## config.mk

```make
export PLATFORM = sky130hd
export DESIGN_NAME = axi_xbar_rd
export DESIGN_NICKNAME = d
export VERILOG_FILES = /design/src/design/axi_pkg.sv /design/src/design/xbar_pkg.sv /design/src/design/axi_xbar_rd.sv /design/src/design/r_channel_router.sv /design/src/design/default_slave.sv /design/src/design/ar_channel_router.sv
export VERILOG_INCLUDE_DIRS = /design/src /design/src/design
export SDC_FILE = /design/constraint.sdc
export NUM_CORES = 1
export LEC_CHECK = 0
export BUFFER_PORTS_ARGS = -buffer_cell sky130_fd_sc_hd__buf_2
export CORE_AREA = 4 4 145 147
export DETAILED_ROUTE_END_ITERATION = 6
export DIE_AREA = 0 0 149 151
export GPL_TIMING_DRIVEN = 0
export SYNTH_ARGS = -nofsm -noshare
export SYNTH_HDL_FRONTEND = slang
export SYNTH_SLANG_ARGS = --single-unit
```

## constraint.sdc

```tcl
create_clock -name clk -period 4 [get_ports clk]
set_input_delay 0.4 -clock clk [delete_from_list [all_inputs] [get_ports clk]]
set_output_delay 0.4 -clock clk [all_outputs]
set_load 0.005 [all_outputs]
```

## src/design/axi_xbar_config.svh

```systemverilog
`ifndef AXI_XBAR_CONFIG_SVH
`define AXI_XBAR_CONFIG_SVH

// Bus widths
`define AXI_ID_BITS    4
`define AXI_ADDR_BITS  32
`define AXI_DATA_BITS  32
`define AXI_LEN_BITS   8
`define AXI_SIZE_BITS  3

// Masters and their ID tag
`define AXI_MST_NUM    2
`define AXI_TAG_BITS   $clog2(`AXI_MST_NUM)
`define AXI_IDS_BITS   (`AXI_TAG_BITS + `AXI_ID_BITS)

// Address map, anything else goes to the default slave
`define S0_BASE        32'h0000_0000
`define S1_BASE        32'h0001_0000
`define SLV_SPAN       32'h0001_0000

`endif
```

## src/design/axi_pkg.sv

```systemverilog
`include "axi_xbar_config.svh"

package axi_pkg;

  typedef logic [`AXI_ID_BITS-1:0]   axi_id_t;
  typedef logic [`AXI_IDS_BITS-1:0]  axi_ids_t;  // Tag plus master ID
  typedef logic [`AXI_ADDR_BITS-1:0] axi_addr_t;
  typedef logic [`AXI_DATA_BITS-1:0] axi_data_t;
  typedef logic [`AXI_LEN_BITS-1:0]  axi_len_t;
  typedef logic [`AXI_SIZE_BITS-1:0] axi_size_t;
  typedef logic [1:0]                axi_burst_t;
  typedef logic [1:0]                axi_resp_t;

  typedef struct packed {
    axi_id_t    id;
    axi_addr_t  addr;
    axi_len_t   len;
    axi_size_t  size;
    axi_burst_t burst;
  } ar_mst_t;

  typedef struct packed {
    axi_ids_t   id;
    axi_addr_t  addr;
    axi_len_t   len;
    axi_size_t  size;
    axi_burst_t burst;
  } ar_slv_t;

  typedef struct packed {
    axi_id_t   id;
    axi_data_t data;
    axi_resp_t resp;
    logic      last;
  } r_mst_t;

  typedef struct packed {
    axi_ids_t  id;
    axi_data_t data;
    axi_resp_t resp;
    logic      last;
  } r_slv_t;

  localparam axi_resp_t RESP_OKAY   = 2'b00;
  localparam axi_resp_t RESP_DECERR = 2'b11;

endpackage

```

## src/design/xbar_pkg.sv

```systemverilog
`include "axi_xbar_config.svh"

package xbar_pkg;

  import axi_pkg::*;

  // AR grant held between arbitration and slave arready
  typedef enum logic [1:0] {
    LOCK_FREE,
    LOCK_M0,
    LOCK_M1
  } arb_lock_t;

  typedef enum logic [1:0] {
    SEL_S0,
    SEL_S1,
    SEL_DEF
  } slv_sel_t;

  typedef logic [`AXI_TAG_BITS-1:0] mst_tag_t;

  localparam mst_tag_t MST0_TAG = mst_tag_t'(0);
  localparam mst_tag_t MST1_TAG = mst_tag_t'(1);

  // Offset compare, so a base of zero needs no special case
  function automatic slv_sel_t decode_slave(axi_addr_t addr);
    if ((addr - `S0_BASE) < `SLV_SPAN) begin
      return SEL_S0;
    end
    if ((addr - `S1_BASE) < `SLV_SPAN) begin
      return SEL_S1;
    end
    return SEL_DEF;
  endfunction

endpackage

```

## src/design/axi_xbar_rd.sv

```systemverilog
`timescale 1ns/1ps

module axi_xbar_rd
  import axi_pkg::*;
(
  input  logic    clk,
  input  logic    rstn,
  input  ar_mst_t m0_ar,
  input  logic    m0_arvalid,
  output logic    m0_arready,
  output r_mst_t  m0_r,
  output logic    m0_rvalid,
  input  logic    m0_rready,
  input  ar_mst_t m1_ar,
  input  logic    m1_arvalid,
  output logic    m1_arready,
  output r_mst_t  m1_r,
  output logic    m1_rvalid,
  input  logic    m1_rready,
  output ar_slv_t s0_ar,
  output logic    s0_arvalid,
  input  logic    s0_arready,
  input  r_slv_t  s0_r,
  input  logic    s0_rvalid,
  output logic    s0_rready,
  output ar_slv_t s1_ar,
  output logic    s1_arvalid,
  input  logic    s1_arready,
  input  r_slv_t  s1_r,
  input  logic    s1_rvalid,
  output logic    s1_rready
);

  ar_slv_t sd_ar;
  r_slv_t  sd_r;
  logic    sd_arvalid, sd_arready;
  logic    sd_rvalid, sd_rready;
  logic    m0_rdone, m1_rdone;
  logic    s0_rdone, s1_rdone, sd_rdone;

  // Final beat accepted on each side
  assign m0_rdone = m0_rvalid & m0_rready & m0_r.last;
  assign m1_rdone = m1_rvalid & m1_rready & m1_r.last;
  assign s0_rdone = s0_rvalid & s0_rready & s0_r.last;
  assign s1_rdone = s1_rvalid & s1_rready & s1_r.last;
  assign sd_rdone = sd_rvalid & sd_rready & sd_r.last;

  ar_channel_router u_ar_router (
    .clk       (clk),
    .rstn      (rstn),
    .m0_ar     (m0_ar),
    .m1_ar     (m1_ar),
    .m0_arvalid(m0_arvalid),
    .m1_arvalid(m1_arvalid),
    .m0_arready(m0_arready),
    .m1_arready(m1_arready),
    .s0_ar     (s0_ar),
    .s1_ar     (s1_ar),
    .sd_ar     (sd_ar),
    .s0_arvalid(s0_arvalid),
    .s1_arvalid(s1_arvalid),
    .sd_arvalid(sd_arvalid),
    .s0_arready(s0_arready),
    .s1_arready(s1_arready),
    .sd_arready(sd_arready),
    .m0_rdone  (m0_rdone),
    .m1_rdone  (m1_rdone),
    .s0_rdone  (s0_rdone),
    .s1_rdone  (s1_rdone),
    .sd_rdone  (sd_rdone)
  );

  default_slave u_default_slave (
    .clk    (clk),
    .rstn   (rstn),
    .ar     (sd_ar),
    .arvalid(sd_arvalid),
    .arready(sd_arready),
    .r      (sd_r),
    .rvalid (sd_rvalid),
    .rready (sd_rready)
  );

  r_channel_router u_r_router (
    .clk      (clk),
    .rstn     (rstn),
    .s0_r     (s0_r),
    .s1_r     (s1_r),
    .sd_r     (sd_r),
    .s0_rvalid(s0_rvalid),
    .s1_rvalid(s1_rvalid),
    .sd_rvalid(sd_rvalid),
    .s0_rready(s0_rready),
    .s1_rready(s1_rready),
    .sd_rready(sd_rready),
    .m0_r     (m0_r),
    .m1_r     (m1_r),
    .m0_rvalid(m0_rvalid),
    .m1_rvalid(m1_rvalid),
    .m0_rready(m0_rready),
    .m1_rready(m1_rready)
  );

endmodule

```

## src/design/r_channel_router.sv

```systemverilog
`timescale 1ns/1ps
`include "axi_xbar_config.svh"

module r_channel_router
  import axi_pkg::*;
  import xbar_pkg::*;
(
  input  logic   clk,
  input  logic   rstn,
  input  r_slv_t s0_r,
  input  r_slv_t s1_r,
  input  r_slv_t sd_r,
  input  logic   s0_rvalid,
  input  logic   s1_rvalid,
  input  logic   sd_rvalid,
  output logic   s0_rready,
  output logic   s1_rready,
  output logic   sd_rready,
  output r_mst_t m0_r,
  output r_mst_t m1_r,
  output logic   m0_rvalid,
  output logic   m1_rvalid,
  input  logic   m0_rready,
  input  logic   m1_rready
);

  typedef enum logic [1:0] {
    SRC_IDLE,
    SRC_S0,
    SRC_S1,
    SRC_DEF
  } src_t;

  src_t     src;   // Slave holding the R path
  src_t     pick;
  src_t     cur;
  r_slv_t   sel_r;
  r_mst_t   beat;
  logic     sel_valid;
  logic     sel_ready;
  mst_tag_t tag;

  always_comb begin
    if (s0_rvalid) pick = SRC_S0;
    else if (s1_rvalid) pick = SRC_S1;
    else if (sd_rvalid) pick = SRC_DEF;
    else pick = SRC_IDLE;
  end

  assign cur = (src == SRC_IDLE) ? pick : src;

  always_comb begin
    sel_r     = '0;
    sel_valid = 1'b0;
    case (cur)
      SRC_S0: begin
        sel_r     = s0_r;
        sel_valid = s0_rvalid;
      end
      SRC_S1: begin
        sel_r     = s1_r;
        sel_valid = s1_rvalid;
      end
      SRC_DEF: begin
        sel_r     = sd_r;
        sel_valid = sd_rvalid;
      end
      default: ;
    endcase
  end

  // Tag sits above the master ID
  assign tag  = sel_r.id[`AXI_IDS_BITS-1 -: `AXI_TAG_BITS];
  assign beat = '{id: sel_r.id[`AXI_ID_BITS-1:0], data: sel_r.data,
                  resp: sel_r.resp, last: sel_r.last};

  assign m0_r      = beat;
  assign m1_r      = beat;
  assign m0_rvalid = sel_valid & (tag == MST0_TAG);
  assign m1_rvalid = sel_valid & (tag == MST1_TAG);
  assign sel_ready = (tag == MST0_TAG) ? m0_rready : m1_rready;

  assign s0_rready = (cur == SRC_S0) & sel_ready;
  assign s1_rready = (cur == SRC_S1) & sel_ready;
  assign sd_rready = (cur == SRC_DEF) & sel_ready;

  always_ff @(posedge clk or negedge rstn) begin
    if (!rstn) begin
      src <= SRC_IDLE;
    end else if (sel_valid && sel_ready && sel_r.last) begin
      src <= SRC_IDLE;  // Burst complete
    end else begin
      src <= cur;
    end
  end

  a_one_master_valid: assert property (@(posedge clk) disable iff (!rstn)
    !(m0_rvalid && m1_rvalid));

  // No other burst slips in after a non-final M0 beat
  a_no_interleave: assert property (@(posedge clk) disable iff (!rstn)
    m0_rvalid && m0_rready && !m0_r.last |=> !m1_rvalid);

endmodule

```

## src/design/default_slave.sv

```systemverilog
`timescale 1ns/1ps

module default_slave
  import axi_pkg::*;
(
  input  logic    clk,
  input  logic    rstn,
  input  ar_slv_t ar,
  input  logic    arvalid,
  output logic    arready,
  output r_slv_t  r,
  output logic    rvalid,
  input  logic    rready
);

  typedef enum logic {
    DS_IDLE,
    DS_RESP
  } ds_state_t;

  ds_state_t state;
  axi_ids_t  id_q;
  axi_len_t  len_q;
  axi_len_t  cnt;  // Beats already sent

  assign arready = (state == DS_IDLE);
  assign rvalid  = (state == DS_RESP);

  always_comb begin
    r.id   = id_q;
    r.data = '0;
    r.resp = RESP_DECERR;
    r.last = (cnt == len_q);
  end

  always_ff @(posedge clk or negedge rstn) begin
    if (!rstn) begin
      state <= DS_IDLE;
      cnt   <= '0;
    end else begin
      case (state)
        DS_IDLE: begin
          if (arvalid) begin
            state <= DS_RESP;
            cnt   <= '0;
          end
        end
        default: begin
          if (rready) begin
            if (r.last) state <= DS_IDLE;
            cnt <= cnt + 1'b1;
          end
        end
      endcase
    end
  end

  always_ff @(posedge clk) begin
    if (arvalid && arready) begin
      id_q  <= ar.id;
      len_q <= ar.len;
    end
  end

  // Counter never runs past the requested length
  a_cnt_in_len: assert property (@(posedge clk) disable iff (!rstn)
    rvalid |-> cnt <= len_q);

  // A stalled beat holds until taken
  a_beat_held: assert property (@(posedge clk) disable iff (!rstn)
    rvalid && !rready |=> rvalid && $stable(r));

endmodule

```

## src/design/ar_channel_router.sv

```systemverilog
`timescale 1ns/1ps
`include "axi_xbar_config.svh"

module ar_channel_router
  import axi_pkg::*;
  import xbar_pkg::*;
(
  input  logic    clk,
  input  logic    rstn,
  input  ar_mst_t m0_ar,
  input  ar_mst_t m1_ar,
  input  logic    m0_arvalid,
  input  logic    m1_arvalid,
  output logic    m0_arready,
  output logic    m1_arready,
  output ar_slv_t s0_ar,
  output ar_slv_t s1_ar,
  output ar_slv_t sd_ar,
  output logic    s0_arvalid,
  output logic    s1_arvalid,
  output logic    sd_arvalid,
  input  logic    s0_arready,
  input  logic    s1_arready,
  input  logic    sd_arready,
  input  logic    m0_rdone,
  input  logic    m1_rdone,
  input  logic    s0_rdone,
  input  logic    s1_rdone,
  input  logic    sd_rdone
);

  arb_lock_t  arb_lock;
  arb_lock_t  arb_lock_next;
  slv_sel_t   dec;
  ar_slv_t    req;
  logic       gnt_m0;
  logic       gnt_m1;
  logic       req_valid;
  logic       sel_ready;
  logic       ar_hs;
  logic [1:0] mst_lock;  // Burst outstanding per master
  logic [2:0] slv_lock;  // Burst outstanding per slave, indexed by slv_sel_t
  logic [2:0] slv_arready;

  function automatic ar_slv_t tag_req(mst_tag_t tag, ar_mst_t ar);
    ar_slv_t t;
    t.id    = {tag, ar.id};
    t.addr  = ar.addr;
    t.len   = ar.len;
    t.size  = ar.size;
    t.burst = ar.burst;
    return t;
  endfunction

  // Fixed priority, a master with an open burst is skipped
  always_comb begin
    gnt_m0 = 1'b0;
    gnt_m1 = 1'b0;
    case (arb_lock)
      LOCK_M0: gnt_m0 = 1'b1;
      LOCK_M1: gnt_m1 = 1'b1;
      default: begin
        gnt_m0 = m0_arvalid & ~mst_lock[0];
        gnt_m1 = m1_arvalid & ~mst_lock[1] & ~gnt_m0;
      end
    endcase
  end

  assign req       = gnt_m1 ? tag_req(MST1_TAG, m1_ar) : tag_req(MST0_TAG, m0_ar);
  assign req_valid = (gnt_m0 & m0_arvalid & ~mst_lock[0]) |
                     (gnt_m1 & m1_arvalid & ~mst_lock[1]);
  assign dec       = decode_slave(req.addr);

  assign slv_arready = {sd_arready, s1_arready, s0_arready};
  assign sel_ready   = slv_arready[dec] & ~slv_lock[dec];
  assign ar_hs       = req_valid & sel_ready;

  assign s0_ar = (dec == SEL_S0) ? req : '0;
  assign s1_ar = (dec == SEL_S1) ? req : '0;
  assign sd_ar = (dec == SEL_DEF) ? req : '0;

  assign s0_arvalid = req_valid & (dec == SEL_S0) & ~slv_lock[SEL_S0];
  assign s1_arvalid = req_valid & (dec == SEL_S1) & ~slv_lock[SEL_S1];
  assign sd_arvalid = req_valid & (dec == SEL_DEF) & ~slv_lock[SEL_DEF];

  assign m0_arready = gnt_m0 & ~mst_lock[0] & sel_ready;
  assign m1_arready = gnt_m1 & ~mst_lock[1] & sel_ready;

  always_comb begin
    arb_lock_next = arb_lock;
    if (ar_hs) begin
      arb_lock_next = LOCK_FREE;
    end else if (arb_lock == LOCK_FREE) begin
      if (gnt_m0) begin
        arb_lock_next = LOCK_M0;
      end else if (gnt_m1) begin
        arb_lock_next = LOCK_M1;
      end
    end
  end

  always_ff @(posedge clk or negedge rstn) begin
    if (!rstn) begin
      arb_lock <= LOCK_FREE;
    end else begin
      arb_lock <= arb_lock_next;
    end
  end

  // Set on AR handshake, clear on the last R beat
  always_ff @(posedge clk or negedge rstn) begin
    if (!rstn) begin
      mst_lock <= '0;
      slv_lock <= '0;
    end else begin
      mst_lock[0] <= mst_lock[0] ? ~m0_rdone : (m0_arvalid & m0_arready);
      mst_lock[1] <= mst_lock[1] ? ~m1_rdone : (m1_arvalid & m1_arready);
      slv_lock[SEL_S0]  <= slv_lock[SEL_S0] ? ~s0_rdone : (s0_arvalid & s0_arready);
      slv_lock[SEL_S1]  <= slv_lock[SEL_S1] ? ~s1_rdone : (s1_arvalid & s1_arready);
      slv_lock[SEL_DEF] <= slv_lock[SEL_DEF] ? ~sd_rdone : (sd_arvalid & sd_arready);
    end
  end

  a_one_slave_valid: assert property (@(posedge clk) disable iff (!rstn)
    $onehot0({s0_arvalid, s1_arvalid, sd_arvalid}));

endmodule

```

==> results of run 1 <==
[per-stage QoR]
stage	hold WS [ps]	total power [W]	setup slack (ps)	setup TNS (ps)	utilization [%]
6_report	65.7	0.00270	221	0	30.8
5_1_grt	94.2	0.00291	18.0	0	30.8
4_1_cts	82.9	0.00274	94.9	0	30.8
3_5_place_dp	384	0.00235	-130	-166	29.9
3_3_place_gp	369	0.00233	-731	-12870	29.8
2_1_floorplan	104	0.00159	465	0	-
[power breakdown]
part	internal [W]	total [W]	switching, W
Clock	0.000226	0.000360	0.000134
Combinational	0.000894	0.00188	0.000987
Sequential	0.000400	0.000463	0.0000631
Total	0.00152	0.00270	0.00118
[timing repair]
item                                   in CTS  in global routing
setup buffers                               2                  1
setup endpoints to repair                  39                 10
resized for setup                           4                  0
pin swaps                                   1                  1
endpoints found under the hold margin       0                  0
[logic make-up (layout without fill, tap and decap cells)]
logic type                 count (synthesis)  count (layout)  share of synthesized area, %
AOI/OAI and AO/OA                         94              94                          18.7
xor gates and xnor gates                  19              19                          4.42
adders and majority gates                  5               5                          1.59
buffers and inverters                    108             461                          17.8
DFF                                       31              31                          22.3
muxes                                     43              43                          11.5
other                                      1              34                        0.0995
and+or+nand+nor                          183             183                          23.7
[cell usage in the layout (no fill, tap or decap), drive strengths merged, types with 7 or more instances in the layout]
cell type and count:
clkbuf 26, nor4 8, inv 12, nand2 16, o21ai 13, a22o 35
nor2 103, buf 419, nand3 7, conb 31, xnor2 18, dfrtp 18
edfxtp 13, mux2i 42, a21oi 19
[how the worst max path moves through the flow]
stage / depth (start not counted) / from / to
final: 11 / m0_ar[32] / m1_arready
after CTS: 12 / m0_ar[32] / s1_ar[23]
after floorplan: 9 / u_ar_router.arb_lock[0]$_DFFE_PN0P_ / u_default_slave.cnt[0]$_DFFE_PN0P_
after global placement: 9 / u_ar_router.arb_lock[0]$_DFFE_PN0P_ / u_default_slave.cnt[0]$_DFFE_PN0P_
after detailed placement: 11 / u_ar_router.arb_lock[0]$_DFFE_PN0P_ / s1_ar[23]
after global routing: 12 / u_ar_router.arb_lock[1]$_DFFE_PN0P_ / m1_arready
[state kept, by name, summed over array words and instances (netlist names)]
name,flops
u_ar_router.arb_lock,2
u_ar_router.mst_lock,2
u_ar_router.slv_lock,3
u_default_slave.cnt,8
u_default_slave.id_q,5
u_default_slave.len_q,8
u_default_slave.rvalid,1
u_r_router.src,2
[layer usage]
layer	up-vias	wire length (um)	track usage, %
li1	2386	-	-
met1	2143	6910	16.3
met2	246	9930	28.9
met3	13	1400	2.18
met4	2	235	4.94
met5	-	13	0
[layout make-up]
cell class / count / area share, %
Buffer: 95 / 10.3
Clock inverter: 3 / 0.245
Tap cell: 270 / 5.51
Clock buffer: 5 / 2.04
Antenna cell: 3 / 0.122
Sequential cell: 31 / 13.7
Inverter: 12 / 0.734
Multi-Input combinational cell: 375 / 38.9
Timing Repair Buffer: 346 / 28.5
==> impl_metrics.env, run 1 <==
export IMPL_ioPinCount=374
export IMPL_worstPathArrival_ps=3380
export IMPL_drt_pass1_iterations=4
export IMPL_yosysTopAreaCell="buf_4"
export IMPL_outcome="finished, final reports clean"
export IMPL_hpwl_um=16300
export IMPL_synth_warning_count=0
export IMPL_timing_final_hold_violations=0
export IMPL_slowest_stage="or4_1"
export IMPL_synth_top_area_share_pct=13.9
export IMPL_r2r_start="u_ar_router.arb_lock[1]$_DFFE_PN0P_"
export IMPL_clk_insertion_delay_late_ps=280
export IMPL_synth_area_mm2=0.00377
export IMPL_r2r_cells=12
export IMPL_drtAntennaViolNets=0
export IMPL_endpoint_kind="output port"
export IMPL_maxCapViolCount=0
export IMPL_cts_htree_levels=2
export IMPL_io_buffers=342
export IMPL_cp_required_ps=3600
export IMPL_placedInstanceArea_mm2=0.00595
export IMPL_avgRoutedWirePerCell_um=16.2
export IMPL_drc=0
export IMPL_grt_pass1_wl_um=25700
export IMPL_fill_cells=2171
export IMPL_fp_dieW_um=149
export IMPL_nets=1058
export IMPL_cts_root_buf="clkbuf_16"
export IMPL_synthCells=484
export IMPL_fmax_mhz=265
export IMPL_area_growth_syn_to_layout_pct=62.8
export IMPL_worst_pin_slew_ps=881
export IMPL_wl_um=18500
export IMPL_yosys_register_bits=31
export IMPL_setup_viol=0
export IMPL_leakagePower_nw=3.51
export IMPL_core_mm2=0.0199
export IMPL_clk_pin_slew_ps=60
export IMPL_avgSynthCellArea_um2=7.79
export IMPL_crit_fanout=8
export IMPL_drive_gt1_share_pct=50.9
export IMPL_vias=4790
export IMPL_ys_seq_area_share_pct=22.3
export IMPL_synth_commonest_cells="nor2_1, buf_4, mux2i_1"
export IMPL_final_seq_area_um2=841
export IMPL_skew_ps=9.67
export IMPL_initial_core_util_pct=18.9
export IMPL_async_flop_share_pct=58.1
export IMPL_max_stage_delay_ps=500
export IMPL_die_y_um=151
export IMPL_relSlewSlack_pct=41.3
export IMPL_rsz0062_at_grt="no"
export IMPL_worstReg2RegEnd="u_default_slave.id_q[2]$_SDFFCE_PP0P_"
export IMPL_period_share_pct=94.5
export IMPL_yosys_cell_count_top_type="nor2_1"
export IMPL_fin_area_mm2=0.00613
export IMPL_drt_iter0_drc=207
export IMPL_synth_cell_type_count=58
export IMPL_grt_max_degree=19
export IMPL_synthTopCellsByArea="buf_4, dfrtp_1, mux2i_1, edfxtp_1, nor2_1"
export IMPL_cpMostUsedCell="buf_2"
export IMPL_grt_pass1_vias=4563
export IMPL_grt_overflow=0
export IMPL_grt_usage_pct=14.8
export IMPL_fin_cells=1140
export IMPL_peakVddDrop_v=0.000133
export IMPL_antenna_found_initial=4
export IMPL_path_cells="buf_2, or4_1, buf_2, or4_4, nor4b_4, nor2_2, or3b_1, a222oi_1, o21a_2, nor3b_2, buf_2"
export IMPL_dieArea_mm2=0.0225
export IMPL_drv_slew=0
export IMPL_path_buf_inv=3
export IMPL_cp_start_kind="input pin"
export IMPL_vias_per_cell=4.20
export IMPL_synth_enable_flop_cells=13
export IMPL_multiInputGateArea_mm2=0.00239
export IMPL_rows=52
export IMPL_ys_flop_type="dfrtp_1"
export IMPL_crit_family="simple AND/OR/NAND/NOR gates"
export IMPL_crit_type="input pin to output port"
export IMPL_power_density_mw_per_mm2=441
export IMPL_fin_crit_ps=3780
export IMPL_cts_tree="done"
export IMPL_hold_path_class="input pin to async pin"
export IMPL_cts_buffers=5
export IMPL_dp_cells=1127
export IMPL_max_clock_path_buffers=2
export IMPL_r2r_slack_ps=690
export IMPL_ctsHoldBuffers=0
export IMPL_clock_sinks=31
export IMPL_gp_congestion=0.817
Note: power is estimated with default switching activity, not from simulation.
==> run 2: changes to the inputs <==
==> constraint.sdc (replaced) <==
create_clock -name clk -period 4.3 [get_ports clk]
set_input_delay 0.43 -clock clk [delete_from_list [all_inputs] [get_ports clk]]
set_output_delay 0.43 -clock clk [all_outputs]
set_load 0.005 [all_outputs]
==> impl_metrics.env, run 2 (synthesis gave the netlist of run 1 again) <==
export IMPL_drt_iter0_drc=220
export IMPL_grt_overflow=0
export IMPL_drc=0
export IMPL_dieArea_mm2=0.0225
export IMPL_setup_viol=0
export IMPL_wl_met3_um=1440
export IMPL_avgRoutedWirePerCell_um=16.1
export IMPL_worst_pin_slew_ps=891
export IMPL_final_common_cell="buf_2"
export IMPL_outcome="finished, final reports clean"
export IMPL_rsz0062_at_grt="no"
export IMPL_die_y_um=151
export IMPL_cts_htree_levels=2
export IMPL_hold_path_class="input pin to async pin"
export IMPL_fin_area_mm2=0.00613
export IMPL_hpwl_um=16300
export IMPL_grt_pass1_wl_um=25600
export IMPL_finalWorstSetupSlack_ps=427
export IMPL_grt_pass1_vias=4558
export IMPL_timing_final_hold_violations=0
export IMPL_cp_required_ps=3870
export IMPL_drive_gt1_share_pct=50.7
export IMPL_fin_crit_ps=3870
export IMPL_leakagePower_nw=3.51
export IMPL_skew_ps=9.10
export IMPL_vias_per_cell=4.21
export IMPL_fmax_mhz=258
export IMPL_power_density_mw_per_mm2=410
export IMPL_wl_met1_um=6800
export IMPL_dr_wl_met2_um=9910
export IMPL_area_growth_syn_to_layout_pct=62.7
export IMPL_fp_dieW_um=149
export IMPL_grt_usage_pct=14.8
export IMPL_relSlewSlack_pct=40.6
export IMPL_maxCapViolCount=0
export IMPL_cp_start_kind="flip-flop"
export IMPL_grt_max_degree=19
export IMPL_r2r_cells=8
export IMPL_peakVddDrop_v=0.000123
export IMPL_max_clock_path_buffers=2
export IMPL_rows=52
export IMPL_endpoint_kind="output port"
export IMPL_dr_max_layer_used="met5"
export IMPL_core_mm2=0.0199
export IMPL_drt_pass1_iterations=4
export IMPL_drv_slew=0
export IMPL_ioPinCount=374
export IMPL_vias=4798
export IMPL_worstPathArrival_ps=3440
export IMPL_nets=1059
export IMPL_period_share_pct=90.1
export IMPL_antenna_found_initial=4
export IMPL_cts_buffers=5
export IMPL_initial_core_util_pct=18.9
export IMPL_crit_type="flip-flop to output port"
export IMPL_fin_cells=1141
export IMPL_clk_pin_slew_ps=60
export IMPL_ctsHoldBuffers=0
export IMPL_clock_sinks=31
export IMPL_layout_cells_most_common_list="buf_2, nor2_1, buf_4"
export IMPL_fin_hold_ws_ps=97.0
export IMPL_cts_root_buf="clkbuf_16"
export IMPL_gp_congestion=0.817
export IMPL_top_regs="u_default_slave.cnt (8), u_default_slave.len_q (8), u_default_slave.id_q (5)"
export IMPL_total_power_w=0.00251
export IMPL_clk_insertion_delay_late_ps=280
export IMPL_crit_fanout=10
export IMPL_drtAntennaViolNets=0
export IMPL_preCtsSetupSlack_ps=140
export IMPL_cts_tree="done"
export IMPL_dp_cells=1127
export IMPL_placedInstanceArea_mm2=0.00595
export IMPL_wl_um=18400
export IMPL_io_buffers=342
==> run 2: cell count changes in the layout (fill, tap and decap cells not counted), sizes merged <==
cell           delta
buf               +1
clkbuf            +1
clkdlybuf4s15     -1
==> run 2: per-layer routing <==
layer | track usage [%] | vias to the layer above
met5 | 0 | -
met4 | 4.94 | 2
met3 | 2.18 | 13
met2 | 28.9 | 246
met1 | 16.1 | 2151
li1 | - | 2386
==> run 2: power breakdown <==
part	switching (W)	internal, W
clock network	0.000126	0.000210
registers	0.0000570	0.000372
logic	0.000913	0.000833
==> run 2: timing repair <==
action,4_1_cts,5_1_grt
resized for setup,2,0
pin swaps,0,1
buffers inserted,0,3
setup endpoints to repair,9,12
==> run 2: cell type report <==
cell class / count / area, um^2
clock buffers: 5 / 125
flip-flops and latches: 31 / 841
well taps: 270 / 338
inverters: 12 / 45.0
repair buffers: 346 / 1750
diodes: 3 / 7.51
fillers: 2170 / 13800
plain buffers: 96 / 626
clock inverters: 3 / 15.0
multi-input cells: 375 / 2390
==> run 2: final timing paths <==
check                      slack (ps)                               endpoint                                start
setup / recovery                  430                              s1_ar[23]  u_ar_router.arb_lock[1]$_DFFE_PN0P_
hold / removal                    100       u_default_slave.rvalid$_DFF_PN0_                                 rstn
setup reg to reg                  980  u_default_slave.id_q[2]$_SDFFCE_PP0P_  u_ar_router.arb_lock[1]$_DFFE_PN0P_
hold reg to reg                   520      u_ar_router.slv_lock[0]$_DFF_PN0_    u_ar_router.slv_lock[0]$_DFF_PN0_
max in group asynchronous        3890            u_r_router.src[0]$_DFF_PN0_                                 rstn
min in group clk                  400      u_ar_router.slv_lock[1]$_DFF_PN0_                           s1_arready
==> run 2: worst max-delay path, cell delays in order, from the launching register on <==
cell and delay [ps]:
dfrtp_1 370, inv_1 70, ha_1 380, o31ai_4 380, buf_4 220, mux2i_1 250
or2_2 140, clkbuf_1 520, clkbuf_1 510, nor2_1 150, buf_2 160
==> run 2: per-stage QoR <==
stage / TNS, ps / utilization [%]
floorplan: 0 / -
global placement: -6250 / 29.8
detailed placement: 0 / 29.9
CTS: 0 / 30.6
global route: 0 / 30.8
finish: 0 / 30.8
==> run 3: changes to the inputs <==
--- a/config.mk
+++ b/config.mk
@@ -11,6 +11,7 @@
 export DETAILED_ROUTE_END_ITERATION = 6
 export DIE_AREA = 0 0 149 151
 export GPL_TIMING_DRIVEN = 0
+export RECOVER_POWER = 100
 export SYNTH_ARGS = -nofsm -noshare
 export SYNTH_HDL_FRONTEND = slang
 export SYNTH_SLANG_ARGS = --single-unit
==> impl_metrics.env, run 3 (synthesis gave the netlist of run 1 again) <==
export IMPL_outcome="finished, final reports clean"
export IMPL_drive_gt1_share_pct=40.7
export IMPL_slowest_stage="or4_1"
export IMPL_relSlewSlack_pct=3.36
export IMPL_grt_pass1_vias=4558
export IMPL_seq_power_share_pct=17.4
export IMPL_utilization_pct=30.2
export IMPL_p_sw_share_pct=44.2
export IMPL_nets=1059
export IMPL_gp_congestion=0.817
export IMPL_worst_pin_slew_ps=1440
export IMPL_timing_final_hold_violations=0
export IMPL_hpwl_um=16300
export IMPL_cp_required_ps=3870
export IMPL_path_cells="buf_2, or4_1, buf_2, or4_4, nor4b_4, nor2_2, or3b_1, a222oi_1, o21a_1, nor3b_1, buf_2"
export IMPL_ctsHoldBuffers=0
export IMPL_clock_sinks=31
export IMPL_grt_pass1_wl_um=25600
export IMPL_fill_cells=2220
export IMPL_setup_viol=0
export IMPL_cpMostUsedCell="buf_2"
export IMPL_grt_usage_pct=14.8
export IMPL_top_regs="u_default_slave.cnt (8), u_default_slave.len_q (8), u_default_slave.id_q (5)"
export IMPL_drc=0
export IMPL_clk_pin_slew_ps=60
export IMPL_cts_buffers=5
export IMPL_drt_iter0_drc=201
export IMPL_dieArea_mm2=0.0225
export IMPL_area_growth_syn_to_layout_pct=59.3
export IMPL_p_clk_share_pct=13.6
export IMPL_io_buffers=342
export IMPL_dp_cells=1127
export IMPL_clk_insertion_delay_late_ps=280
export IMPL_cts_tree="done"
export IMPL_max_stage_delay_ps=500
export IMPL_internal_power_w=0.00138
export IMPL_leakagePower_nw=3.14
export IMPL_maxCapViolCount=0
export IMPL_cts_root_buf="clkbuf_16"
export IMPL_fin_cells=1141
export IMPL_skew_ps=9.62
export IMPL_cts_htree_levels=2
export IMPL_grt_overflow=0
export IMPL_max_clock_path_buffers=2
export IMPL_grt_max_degree=19
export IMPL_path_buf_inv=3
export IMPL_avgRoutedWirePerCell_um=16.1
export IMPL_peakVddDrop_v=0.000122
export IMPL_worstPathArrival_ps=3490
export IMPL_vias_per_cell=4.21
export IMPL_period_share_pct=91.2
export IMPL_die_y_um=151
export IMPL_cp_start_kind="input pin"
export IMPL_rsz0062_at_grt="no"
export IMPL_final_common_cell="buf_2"
export IMPL_timing_setup_tns_ps=0
export IMPL_ioPinCount=374
export IMPL_drtAntennaViolNets=0
export IMPL_power_density_mw_per_mm2=411
export IMPL_combPwrFrac_pct=69.1
export IMPL_vias=4799
export IMPL_wl_um=18400
export IMPL_crit_type="input pin to output port"
export IMPL_endpoint_kind="output port"
export IMPL_fp_dieW_um=149
export IMPL_layout_cells_most_common_list="buf_2, clkbuf_1, nor2_1"
export IMPL_drt_pass1_iterations=4
export IMPL_crit_fanout=8
export IMPL_initial_core_util_pct=18.9
export IMPL_total_power_w=0.00247
export IMPL_crit_family="simple AND/OR/NAND/NOR gates"
export IMPL_core_mm2=0.0199
export IMPL_fmax_mhz=255
export IMPL_p_sw_w=0.00109
export IMPL_hold_path_class="input pin to async pin"
export IMPL_fin_crit_ps=3920
export IMPL_drv_slew=0
export IMPL_antenna_found_initial=4
export IMPL_rows=52
==> run 3: cell type report <==
type	count	area [um^2]	share of cell area, %
multi-input combinational	375	2370	39.4
timing repair buffer	346	1640	27.3
sequential	31	841	14.0
buffer	96	626	10.4
tap	270	338	5.63
clock buffer	5	125	2.08
inverter	12	45.0	0.750
clock inverter	3	15.0	0.250
antenna	3	7.51	0.125
==> run 3: what timing repair did <==
item                                    CTS  global route
cloned                                    0             0
endpoints found under the setup margin    9            12
setup buffers                             0             3
resized for setup                         2             0
pin swaps                                 0             1
==> run 3: layer usage <==
layer	up-vias	track usage [%]	wire length, um
li1	2384	-	-
met1	2152	16.1	6770
met2	248	28.9	9910
met3	13	2.18	1450
met4	2	4.94	236
met5	-	0	13
==> run 3: power groups by stage <==
stage                     logic, W  clock network [W]  registers, W
after global placement     0.00173                  0      0.000432
after global routing       0.00187           0.000356      0.000437
after detailed placement   0.00175                  0      0.000435
after floorplan            0.00106                  0      0.000420
after CTS                  0.00176           0.000345      0.000430
final                      0.00170           0.000335      0.000428
==> run 3: worst paths after layout <==
check | startpoint | to | slack (ps) | depth (start not counted)
min in group clk | s0_arready | u_ar_router.slv_lock[0]$_DFF_PN0_ | 400 | 2
worst max register to register | u_ar_router.arb_lock[1]$_DFFE_PN0P_ | u_default_slave.id_q[2]$_SDFFCE_PP0P_ | 390 | 9
worst min register to register | u_ar_router.slv_lock[0]$_DFF_PN0_ | u_ar_router.slv_lock[0]$_DFF_PN0_ | 520 | 1
max in group asynchronous | rstn | u_r_router.src[0]$_DFF_PN0_ | 3320 | 1
worst max-delay path | m0_ar[32] | m0_arready | 380 | 11
worst min-delay path | rstn | u_default_slave.rvalid$_DFF_PN0_ | 330 | 1
==> run 3: metrics by stage <==
| stage | hold WS, ps | setup WS, ps | instance area, um^2 |
|---|---|---|---|
| after floorplan | 134 | 765 | 3880 |
| after global placement | 399 | -431 | 5930 |
| after detailed placement | 414 | 140 | 5950 |
| after CTS | 113 | 111 | 6100 |
| after global routing | 416 | 61.8 | 6000 |
| final | 329 | 379 | 6000 |
==> run 3: worst reg2reg max path: stages, from the launching register on <==
cell and delay (ps):
dfrtp_1 370, inv_1 70, ha_1 380, o31ai_4 390
buf_4 220, nor4b_4 60, nor2_2 440, o31ai_4 240
nor4_1 1130, buf_6 300
